--- config.mk ---
export PLATFORM = sky130hd
export DESIGN_NAME = st7735_top
export DESIGN_NICKNAME = d
export VERILOG_FILES = /design/src/hw/lcd_cmd_pkg.sv /design/src/hw/lcd_link_pkg.sv /design/src/hw/spi_byte_tx.sv /design/src/hw/panel_reset_gen.sv /design/src/hw/lcd_sequencer.sv /design/src/hw/frame_scanner.sv /design/src/hw/st7735_top.sv
export SDC_FILE = /design/constraint.sdc
export NUM_CORES = 1
export LEC_CHECK = 0
export BUFFER_PORTS_ARGS = -buffer_cell sky130_fd_sc_hd__clkbuf_2
export CAP_MARGIN = 40
export CORE_MARGIN = 2
export CORE_UTILIZATION = 40
export CTS_BUF_LIST = sky130_fd_sc_hd__clkbuf_8
export DETAILED_ROUTE_END_ITERATION = 12
export PLACE_DENSITY_LB_ADDON = 0.05
export SLEW_MARGIN = 10
export SYNTH_ARGS = -nofsm -noshare
export SYNTH_HDL_FRONTEND = slang
export SYNTH_SLANG_ARGS = --single-unit
--- constraint.sdc ---
create_clock -name clk -period 2.4 [get_ports clk]
set_clock_uncertainty 0.15 [all_clocks]
set_input_delay 0.24 -clock clk [delete_from_list [all_inputs] [get_ports clk]]
set_output_delay 0.24 -clock clk [all_outputs]
set_load 0.005 [all_outputs]
--- src/hw/lcd_cmd_pkg.sv ---
//####################################################################
// ST7735 command opcodes, the power-up init table
// and the panel reset timing and window origin constants
//####################################################################
package lcd_cmd_pkg;

   typedef enum logic [7:0] {
      SWRESET = 8'h01,
      SLPOUT  = 8'h11,
      INVCTR  = 8'hB4,
      PWCTR1  = 8'hC0,
      PWCTR4  = 8'hC3,
      PWCTR5  = 8'hC4,
      VMCTR1  = 8'hC5,
      INVON   = 8'h21,
      MADCTL  = 8'h36,
      COLMOD  = 8'h3A,
      CASET   = 8'h2A,
      RASET   = 8'h2B,
      NORON   = 8'h13,
      DISPON  = 8'h29,
      RAMWR   = 8'h2C
   } lcd_opcode_e;

   typedef enum logic [1:0] {INIT_CMD, INIT_DATA, INIT_DELAY} init_kind_e;

   localparam int INIT_LEN = 27;

   // one entry per byte or delay, delays are in ms
   localparam init_kind_e INIT_KIND [INIT_LEN] = '{
      INIT_CMD, INIT_DELAY, INIT_CMD, INIT_DELAY,                // resets, sleep out
      INIT_CMD, INIT_DATA,                                       // inversion ctrl
      INIT_CMD, INIT_DATA, INIT_DATA, INIT_DATA,                 // power ctrl 1
      INIT_CMD, INIT_DATA, INIT_DATA, INIT_CMD, INIT_DATA, INIT_DATA,
      INIT_CMD, INIT_DATA, INIT_CMD,                             // vcom, inversion on
      INIT_CMD, INIT_DATA, INIT_CMD, INIT_DATA,                  // madctl, colmod
      INIT_CMD, INIT_DELAY, INIT_CMD, INIT_DELAY};

   localparam logic [7:0] INIT_VALUE [INIT_LEN] = '{
      SWRESET, 8'd150, SLPOUT, 8'd250,
      INVCTR, 8'h07,
      PWCTR1, 8'hA2, 8'h02, 8'h84,
      PWCTR4, 8'h8A, 8'h2A, PWCTR5, 8'h8A, 8'hEE,
      VMCTR1, 8'h0E, INVON,
      MADCTL, 8'hC8, COLMOD, 8'h05,                              // 16 bit colour
      NORON, 8'd10, DISPON, 8'd100};

   localparam int RESET_LOW_MS  = 10;   // panel reset pulse
   localparam int RESET_WAIT_MS = 120;  // settle before first command

   // window origin in panel RAM
   localparam logic [7:0] COL_OFFSET = 8'h00;
   localparam logic [7:0] ROW_OFFSET = 8'h00;

endpackage

--- src/hw/lcd_link_pkg.sv ---
//####################################################################
// sequencer state encoding and SPI byte kind
//####################################################################
package lcd_link_pkg;

   typedef enum logic [2:0] {
      ST_WAIT_READY,  // panel reset still running
      ST_TABLE,       // next init table entry
      ST_DELAY,       // ms wait after a command
      ST_WINDOW,      // CASET / RASET and their bytes
      ST_RAMWR,
      ST_FETCH,       // pixel request out, waiting for colour
      ST_PIX_HI,
      ST_PIX_LO
   } seq_state_e;

   // level put on the dc pin for the byte
   typedef enum logic {
      KIND_CMD  = 1'b0,
      KIND_DATA = 1'b1
   } byte_kind_e;

endpackage

--- src/hw/spi_byte_tx.sv ---
//####################################################################
// write-only SPI byte serializer, MSB first
// sclk idles high, data moves on the falling edge
//####################################################################
`timescale 1ns/1ps

module spi_byte_tx #(
   parameter int CLK_HALF_CYCLES = 2
) (
   input  logic                     clk,
   input  logic                     rst_n,
   input  logic                     tx_start,
   input  logic [7:0]               tx_byte,
   input  lcd_link_pkg::byte_kind_e tx_kind,
   output logic                     tx_busy,
   output logic                     sclk,
   output logic                     mosi,
   output logic                     dc,
   output logic                     cs
);

   logic [$clog2(CLK_HALF_CYCLES+1)-1:0] div_cnt;
   logic [3:0] bit_cnt;  // 8 means guard half with cs high
   logic [7:0] shift_q;
   logic       dc_q;
   logic       half_end;
   logic       load;
   logic       step;

   assign half_end = (div_cnt == CLK_HALF_CYCLES - 1);
   assign load     = tx_start && !tx_busy;
   // falling edge inside the byte brings out the next bit
   assign step     = tx_busy && half_end && sclk && (bit_cnt < 4'd7);

   always_ff @(posedge clk or negedge rst_n) begin
      if (!rst_n) begin
         tx_busy <= 1'b0;
         sclk    <= 1'b1;
         cs      <= 1'b1;
         div_cnt <= '0;
         bit_cnt <= '0;
      end else if (!tx_busy) begin
         div_cnt <= '0;
         if (tx_start) begin
            tx_busy <= 1'b1;
            cs      <= 1'b0;
            sclk    <= 1'b0;  // first fall presents bit 7
            bit_cnt <= '0;
         end
      end else if (!half_end) begin
         div_cnt <= div_cnt + 1'b1;
      end else begin
         div_cnt <= '0;
         if (bit_cnt == 4'd8) begin
            tx_busy <= 1'b0;
         end else if (!sclk) begin
            sclk <= 1'b1;     // panel samples here
         end else if (bit_cnt == 4'd7) begin
            cs      <= 1'b1;  // last bit done, keep sclk high
            bit_cnt <= 4'd8;
         end else begin
            sclk    <= 1'b0;
            bit_cnt <= bit_cnt + 1'b1;
         end
      end
   end

   always_ff @(posedge clk) begin
      if (load) begin
         shift_q <= tx_byte;
         dc_q    <= (tx_kind == lcd_link_pkg::KIND_DATA);
      end else if (step) begin
         shift_q <= {shift_q[6:0], 1'b0};
      end
   end

   assign mosi = shift_q[7];
   assign dc   = dc_q;

endmodule

--- src/hw/panel_reset_gen.sv ---
//####################################################################
// panel hardware reset: timed low pulse, settle wait, then ready
//####################################################################
`timescale 1ns/1ps

module panel_reset_gen #(
   parameter int CYCLES_PER_MS = 12000
) (
   input  logic clk,
   input  logic rst_n,
   output logic lcd_rst,
   output logic ready
);

   localparam int TOTAL_MS = lcd_cmd_pkg::RESET_LOW_MS + lcd_cmd_pkg::RESET_WAIT_MS;

   logic [$clog2(CYCLES_PER_MS+1)-1:0] cyc_cnt;
   logic [$clog2(TOTAL_MS+1)-1:0]      ms_cnt;  // whole ms since reset

   always_ff @(posedge clk or negedge rst_n) begin
      if (!rst_n) begin
         cyc_cnt <= '0;
         ms_cnt  <= '0;
         lcd_rst <= 1'b0;
         ready   <= 1'b0;
      end else if (!ready) begin
         if (cyc_cnt == CYCLES_PER_MS - 1) begin
            cyc_cnt <= '0;
            ms_cnt  <= ms_cnt + 1'b1;
            if (ms_cnt == lcd_cmd_pkg::RESET_LOW_MS - 1)
               lcd_rst <= 1'b1;   // end of pulse
            if (ms_cnt == TOTAL_MS - 1)
               ready <= 1'b1;     // stays high until next reset
         end else begin
            cyc_cnt <= cyc_cnt + 1'b1;
         end
      end
   end

endmodule

--- src/hw/lcd_sequencer.sv ---
//####################################################################
// ST7735 command sequencer: init table with delays,
// then per frame the address window, RAMWR and pixel bytes
//####################################################################
`timescale 1ns/1ps

module lcd_sequencer #(
   parameter int SCREEN_WIDTH  = 160,
   parameter int SCREEN_HEIGHT = 80,
   parameter int CYCLES_PER_MS = 12000
) (
   input  logic                     clk,
   input  logic                     rst_n,
   input  logic                     ready,
   input  logic                     tx_busy,
   input  logic                     pix_ready,
   input  logic [15:0]              pix_color,
   input  logic                     frame_last,
   output logic                     tx_start,
   output logic [7:0]               tx_byte,
   output lcd_link_pkg::byte_kind_e tx_kind,
   output logic                     fetch
);

   localparam logic [15:0] COL_START = 16'(lcd_cmd_pkg::COL_OFFSET);
   localparam logic [15:0] ROW_START = 16'(lcd_cmd_pkg::ROW_OFFSET);
   localparam logic [15:0] COL_END   = COL_START + 16'(SCREEN_WIDTH - 1);
   localparam logic [15:0] ROW_END   = ROW_START + 16'(SCREEN_HEIGHT - 1);

   // CASET and its four bytes, then RASET and its four bytes
   localparam logic [7:0] WIN_BYTES [10] = '{
      lcd_cmd_pkg::CASET, COL_START[15:8], COL_START[7:0], COL_END[15:8], COL_END[7:0],
      lcd_cmd_pkg::RASET, ROW_START[15:8], ROW_START[7:0], ROW_END[15:8], ROW_END[7:0]};

   lcd_link_pkg::seq_state_e state;
   logic [$clog2(lcd_cmd_pkg::INIT_LEN)-1:0] idx;
   logic [$clog2(CYCLES_PER_MS+1)-1:0]       dly_cyc;
   logic [7:0] dly_ms;       // ms still to wait
   logic [3:0] win_idx;
   logic       fetch_wait;   // request out, colour not back yet
   logic       can_send;
   logic       table_last;
   lcd_link_pkg::byte_kind_e entry_kind;
   lcd_link_pkg::byte_kind_e win_kind;

   assign can_send   = !tx_busy && !tx_start;  // busy shows one cycle after start
   assign table_last = (idx == lcd_cmd_pkg::INIT_LEN - 1);
   assign entry_kind = (lcd_cmd_pkg::INIT_KIND[idx] == lcd_cmd_pkg::INIT_CMD) ?
                       lcd_link_pkg::KIND_CMD : lcd_link_pkg::KIND_DATA;
   assign win_kind   = (win_idx == 4'd0 || win_idx == 4'd5) ?
                       lcd_link_pkg::KIND_CMD : lcd_link_pkg::KIND_DATA;

   always_ff @(posedge clk or negedge rst_n) begin
      if (!rst_n) begin
         state      <= lcd_link_pkg::ST_WAIT_READY;
         idx        <= '0;
         dly_cyc    <= '0;
         dly_ms     <= '0;
         win_idx    <= '0;
         fetch_wait <= 1'b0;
         tx_start   <= 1'b0;
         tx_byte    <= '0;
         tx_kind    <= lcd_link_pkg::KIND_CMD;
         fetch      <= 1'b0;
      end else begin
         tx_start <= 1'b0;
         fetch    <= 1'b0;
         case (state)
            lcd_link_pkg::ST_WAIT_READY: begin
               if (ready)
                  state <= lcd_link_pkg::ST_TABLE;
            end
            lcd_link_pkg::ST_TABLE: begin
               if (can_send) begin
                  if (lcd_cmd_pkg::INIT_KIND[idx] == lcd_cmd_pkg::INIT_DELAY) begin
                     dly_ms  <= lcd_cmd_pkg::INIT_VALUE[idx];
                     dly_cyc <= '0;
                     state   <= lcd_link_pkg::ST_DELAY;  // link idle, start timing
                  end else begin
                     tx_start <= 1'b1;
                     tx_byte  <= lcd_cmd_pkg::INIT_VALUE[idx];
                     tx_kind  <= entry_kind;
                     if (table_last)
                        state <= lcd_link_pkg::ST_WINDOW;
                     else
                        idx <= idx + 1'b1;
                  end
               end
            end
            lcd_link_pkg::ST_DELAY: begin
               if (dly_cyc == CYCLES_PER_MS - 1) begin
                  dly_cyc <= '0;
                  dly_ms  <= dly_ms - 1'b1;
                  if (dly_ms == 8'd1) begin
                     if (table_last) begin
                        state <= lcd_link_pkg::ST_WINDOW;
                     end else begin
                        idx   <= idx + 1'b1;
                        state <= lcd_link_pkg::ST_TABLE;
                     end
                  end
               end else begin
                  dly_cyc <= dly_cyc + 1'b1;
               end
            end
            lcd_link_pkg::ST_WINDOW: begin
               if (can_send) begin
                  tx_start <= 1'b1;
                  tx_byte  <= WIN_BYTES[win_idx];
                  tx_kind  <= win_kind;
                  if (win_idx == 4'd9) begin
                     win_idx <= '0;
                     state   <= lcd_link_pkg::ST_RAMWR;
                  end else begin
                     win_idx <= win_idx + 1'b1;
                  end
               end
            end
            lcd_link_pkg::ST_RAMWR: begin
               if (can_send) begin
                  tx_start <= 1'b1;
                  tx_byte  <= lcd_cmd_pkg::RAMWR;
                  tx_kind  <= lcd_link_pkg::KIND_CMD;
                  state    <= lcd_link_pkg::ST_FETCH;
               end
            end
            lcd_link_pkg::ST_FETCH: begin
               // ask only once the link is quiet so cs holds during the wait
               if (!fetch_wait && can_send) begin
                  fetch      <= 1'b1;
                  fetch_wait <= 1'b1;
               end else if (pix_ready) begin
                  fetch_wait <= 1'b0;
                  state      <= lcd_link_pkg::ST_PIX_HI;
               end
            end
            lcd_link_pkg::ST_PIX_HI: begin
               if (can_send) begin
                  tx_start <= 1'b1;
                  tx_byte  <= pix_color[15:8];
                  tx_kind  <= lcd_link_pkg::KIND_DATA;
                  state    <= lcd_link_pkg::ST_PIX_LO;
               end
            end
            lcd_link_pkg::ST_PIX_LO: begin
               if (can_send) begin
                  tx_start <= 1'b1;
                  tx_byte  <= pix_color[7:0];
                  tx_kind  <= lcd_link_pkg::KIND_DATA;
                  state    <= frame_last ? lcd_link_pkg::ST_WINDOW : lcd_link_pkg::ST_FETCH;
               end
            end
            default: state <= lcd_link_pkg::ST_WAIT_READY;
         endcase
      end
   end

endmodule

--- src/hw/frame_scanner.sv ---
//####################################################################
// raster x/y counters with pixel request handshake and colour hold
//####################################################################
`timescale 1ns/1ps

module frame_scanner #(
   parameter int SCREEN_WIDTH  = 160,
   parameter int SCREEN_HEIGHT = 80
) (
   input  logic                             clk,
   input  logic                             rst_n,
   input  logic                             fetch,
   input  logic [15:0]                      color,
   input  logic                             color_valid,
   output logic                             pixel_req,
   output logic [$clog2(SCREEN_WIDTH)-1:0]  pixel_x,
   output logic [$clog2(SCREEN_HEIGHT)-1:0] pixel_y,
   output logic                             pix_ready,
   output logic [15:0]                      pix_color,
   output logic                             frame_last
);

   logic take;
   logic row_end;
   logic col_end;

   assign take    = pixel_req && color_valid;
   assign row_end = (pixel_x == SCREEN_WIDTH - 1);
   assign col_end = (pixel_y == SCREEN_HEIGHT - 1);

   always_ff @(posedge clk or negedge rst_n) begin
      if (!rst_n) begin
         pixel_req  <= 1'b0;
         pixel_x    <= '0;
         pixel_y    <= '0;
         pix_ready  <= 1'b0;
         frame_last <= 1'b0;
      end else begin
         pix_ready <= take;
         if (fetch) begin
            pixel_req <= 1'b1;
         end else if (take) begin
            pixel_req  <= 1'b0;
            frame_last <= row_end && col_end;  // held until the next capture
            pixel_x    <= row_end ? '0 : pixel_x + 1'b1;
            if (row_end)
               pixel_y <= col_end ? '0 : pixel_y + 1'b1;
         end
      end
   end

   always_ff @(posedge clk) begin
      if (take)
         pix_color <= color;
   end

endmodule

--- src/hw/st7735_top.sv ---
//####################################################################
// ST7735 driver top: reset generator, sequencer,
// SPI serializer and pixel scanner
//####################################################################
`timescale 1ns/1ps

module st7735_top #(
   parameter int CLK_HALF_CYCLES = 2,
   parameter int CYCLES_PER_MS   = 12000,
   parameter int SCREEN_WIDTH    = 160,
   parameter int SCREEN_HEIGHT   = 80
) (
   input  logic                             clk,
   input  logic                             rst_n,
   input  logic [15:0]                      color,
   input  logic                             color_valid,
   output logic                             lcd_sclk,
   output logic                             lcd_mosi,
   output logic                             lcd_dc,
   output logic                             lcd_cs,
   output logic                             lcd_rst,
   output logic                             pixel_req,
   output logic [$clog2(SCREEN_WIDTH)-1:0]  pixel_x,
   output logic [$clog2(SCREEN_HEIGHT)-1:0] pixel_y
);

   logic                     ready;
   logic                     tx_start;
   logic [7:0]               tx_byte;
   lcd_link_pkg::byte_kind_e tx_kind;
   logic                     tx_busy;
   logic                     fetch;
   logic                     pix_ready;
   logic [15:0]              pix_color;
   logic                     frame_last;

   panel_reset_gen #(.CYCLES_PER_MS(CYCLES_PER_MS)) reset_gen_i (
      .clk(clk), .rst_n(rst_n), .lcd_rst(lcd_rst), .ready(ready));

   lcd_sequencer #(
      .SCREEN_WIDTH(SCREEN_WIDTH),
      .SCREEN_HEIGHT(SCREEN_HEIGHT),
      .CYCLES_PER_MS(CYCLES_PER_MS)
   ) sequencer_i (
      .clk(clk), .rst_n(rst_n), .ready(ready), .tx_busy(tx_busy),
      .pix_ready(pix_ready), .pix_color(pix_color), .frame_last(frame_last),
      .tx_start(tx_start), .tx_byte(tx_byte), .tx_kind(tx_kind), .fetch(fetch));

   spi_byte_tx #(.CLK_HALF_CYCLES(CLK_HALF_CYCLES)) spi_tx_i (
      .clk(clk), .rst_n(rst_n), .tx_start(tx_start), .tx_byte(tx_byte),
      .tx_kind(tx_kind), .tx_busy(tx_busy), .sclk(lcd_sclk), .mosi(lcd_mosi),
      .dc(lcd_dc), .cs(lcd_cs));

   frame_scanner #(.SCREEN_WIDTH(SCREEN_WIDTH), .SCREEN_HEIGHT(SCREEN_HEIGHT)) scanner_i (
      .clk(clk), .rst_n(rst_n), .fetch(fetch), .color(color), .color_valid(color_valid),
      .pixel_req(pixel_req), .pixel_x(pixel_x), .pixel_y(pixel_y),
      .pix_ready(pix_ready), .pix_color(pix_color), .frame_last(frame_last));

endmodule

==> out/results.ini <==
[run_status]
status = finished clean

[worst_setup_path]
crit_path_end_kind = flop
r2r_cells = 7
arrival_ns = 2.45
required_ns = 2.56
rrSetupSlack_ns = 0.10
critical_path_class = reg -> reg
start_kind = flop
reg2reg_to = sequencer_i.dly_ms[2]
timing.rr.start = sequencer_i.idx[0]
path_max_fanout = 11

[place]
gp_congestion = 0.855
dpl.hpwl_um = 10500
post-place-cells = 905
portBuffers = 39
dp_worst_setup_slack_ns = -0.0248

[timing]
tns_ns = 0
hold_violations = 0
rsz0062_at_grt = false
drv_slew = 0
worstMarginPinSlew_ns = 0.635
period_needed_ns = 2.30
fin_crit_sh = 0.958
fin_ws_ns = 0.101
relSlewSlack = 0.572
max_freq_mhz = 435
setup_viol = 0

[hold_path]
min_path_type = in -> async

[global_route]
grt_usage = 0.180
grt_max_degree = 76
grt_pass1_vias = 4967
grt-busiest-layer = met2
met1_usage = 0.254
use_met3 = 0.0386
grt_pass1_wl_um = 24800
grt_use_met2 = 0.270
grt_overflow_total = 0
antenna_found_initial = 0

[cts]
numCtsBuffers = 17
clock_sinks = 122
clkTransAtPathRegs_ns = 0.08
clock_latency_ns = 0.44
h-tree-depth = 4
cts_root_buf = clkbuf_8
clock_path_buffers = 2
post-cts-setup-buffers = 0
cts_tree = done

[route]
avgRoutedWirePerCell_um = 15.9
drt-total-wl_um = 15200
vias = 5163
ant_nets = 0
drcViolationCount = 0
vias_per_cell = 5.41
dr.pass1.iters = 5
drtIter0Drc = 385

[power]
power_mw = 4.12
leakagePower_nw = 3.20
ir_drop_mv = 0.581
p_per_area_nw_per_um2 = 535

[yosys]
synth.distinct_cells = 78
synth_top_cells_by_area = dfrtp_1, edfxtp_1, o21ai_0
ys_seq_area_frac = 0.488
synth_seq_cells = 122
async_reset_ff_frac = 0.795
syn_inst = 648
ys_warn_count = 0
synth-edff-count = 25
yosys.area.top_type = dfrtp_1
avgSynthCellArea_um2 = 10.1
synthesis.nets = 683
ys.flop_type = dfrtp_1
syn-cell-area_um2 = 6520
post-synth-top-area-fraction = 0.365

[cells_and_area]
drive_gt1_frac = 0.195
syn_to_final_growth_pct = 18.2
antenna_cells = 0
layout.nets = 761
final_core_util = 0.485
final_cells = 955

[floorplanning]
initial_core_util = 0.410
num_io_pins = 40
core_area_um2 = 15900
die-area_um2 = 17300
die_w_um = 132
die_h_um = 132
fp-row-count = 46

[flow_run]
maxCapViolCount = 0

-- metrics by stage --
stage / hold slack (ns) / area (um2)
after floorplan: -0.206 / 6520
after global placement: 0.0218 / 7110
after detailed placement: 0.0235 / 7110
after CTS: 0.0922 / 7700
after global routing: 0.119 / 7700
final: 0.0955 / 7700
-- routing by layer --
| layer | vias to the layer above | share of wire |
|---|---|---|
| met5 | - | 0 |
| met4 | 0 | 0.018 |
| met3 | 18 | 0.039 |
| met2 | 116 | 0.45 |
| met1 | 2498 | 0.50 |
| li1 | 2531 | - |
-- sequential cells by signal, indices dropped and copies added, names as in the netlist, 8 cells and up --
register,cells
sequencer_i.tx_byte,8
reset_gen_i.cyc_cnt,14
sequencer_i.dly_ms,8
reset_gen_i.ms_cnt,8
sequencer_i.dly_cyc,14
scanner_i.pixel_x,8
spi_tx_i.shift_q,8
scanner_i.pix_color,16
-- logic make-up (layout without fill, tap and decap cells) --
logic type	after synthesis	after routing	share of synthesized area
multiplexers	29	29	0.0470
buffers and inverters	60	151	0.0388
AO/OA/AOI/OAI	154	154	0.162
flip-flops	122	122	0.488
adder cells (fa/ha/maj)	16	16	0.0307
XOR/XNOR	30	30	0.0403
AND/OR/NAND/NOR	237	237	0.194
-- layout by cell type, fill, tap and decap left out, types with 8 or more instances in the layout --
cell type,netlist,final
dlygate4sd3_1,0,18
o31ai_1,9,9
nand3_1,21,21
edfxtp_1,25,25
and3_1,8,8
inv_1,26,27
dfrtp_1,95,94
nor3_1,27,27
a21oi_1,21,21
nand2_1,57,57
o21ai_0,43,43
o22ai_1,8,8
clkbuf_8,0,17
clkbuf_2,0,38
buf_4,2,34
nand4_1,13,13
nor2b_1,8,8
xnor2_1,17,17
xor2_1,13,13
mux2i_1,16,16
mux2_2,13,13
nand2b_1,9,9
nor2_1,47,47
a211oi_1,10,10
ha_1,16,16
-- worst max path at each step --
| stage | start | to | slack [ns] | cells past startpoint |
|---|---|---|---|---|
| after floorplan | sequencer_i.idx[2] | sequencer_i.dly_ms[5] | 0.22 | 8 |
| after global placement | sequencer_i.idx[0] | sequencer_i.dly_ms[2] | 0.10 | 7 |
| after detailed placement | sequencer_i.idx[0] | sequencer_i.dly_ms[2] | -0.02 | 7 |
| after CTS | sequencer_i.idx[0] | sequencer_i.dly_ms[2] | 0.06 | 7 |
| after global routing | sequencer_i.idx[0] | sequencer_i.dly_ms[2] | 0.006 | 7 |
| final | sequencer_i.idx[0] | sequencer_i.dly_ms[2] | 0.10 | 7 |
-- power breakdown --
group	leakage [nW]	total [mW]	internal [mW]	switching (mW)
clock network	0.202	1.94	1.03	0.908
registers	1.52	2.11	2.11	0
logic	1.48	0.0760	0.0331	0.0428
total	3.20	4.12	3.17	0.951
-- Yosys cell counts, types with 3 or more instances --
cell type  number
clkbuf_1       15
and3_1          8
a21oi_2         7
nor4_1          4
o211ai_1        3
or3b_1          3
nor2b_1         8
buf_1           4
nor3b_1         3
ha_1           16
o21ai_0        43
a211oi_1       10
nand2_1        57
a21o_1          6
o22ai_1         8
nor2_1         47
buf_2          10
edfxtp_1       25
inv_1          26
nand3_1        21
o31ai_1         9
nand3b_1        5
xor2_1         13
a21oi_1        21
nand2b_1        9
dfrtp_1        95
mux2_2         13
nor3_1         27
or3_1           4
and2_1          5
nand4b_1        4
or2_2           3
mux2i_1        16
a31oi_1         6
xnor2_1        17
nand4_1        13
a22o_1          7
a22oi_1         4
-- what timing repair did --
item,CTS,global route
gates cloned,0,0
endpoints found under the setup margin,1,4
hold endpoints to repair,113,0
hold buffers,18,0
gates resized for setup,1,2
-- worst max-delay path, stage by stage, from the launching register on --
cell and delay, ns:
dfrtp_2 0.48, inv_1 0.24, ha_1 0.25, nor2b_1 0.21, o311a_1 0.23, a31oi_2 0.08
a2111oi_1 0.44, a21oi_1 0.08
-- area by class of cell --
class	instances	area (um2)
fill	1490	8180
tap	216	270
clock buffer	17	234
inverter	28	105
timing repair buffer	91	646
multi-input combinational	466	3090
sequential	122	3180
clock inverter	15	174
(Power assumes the default switching activity.)
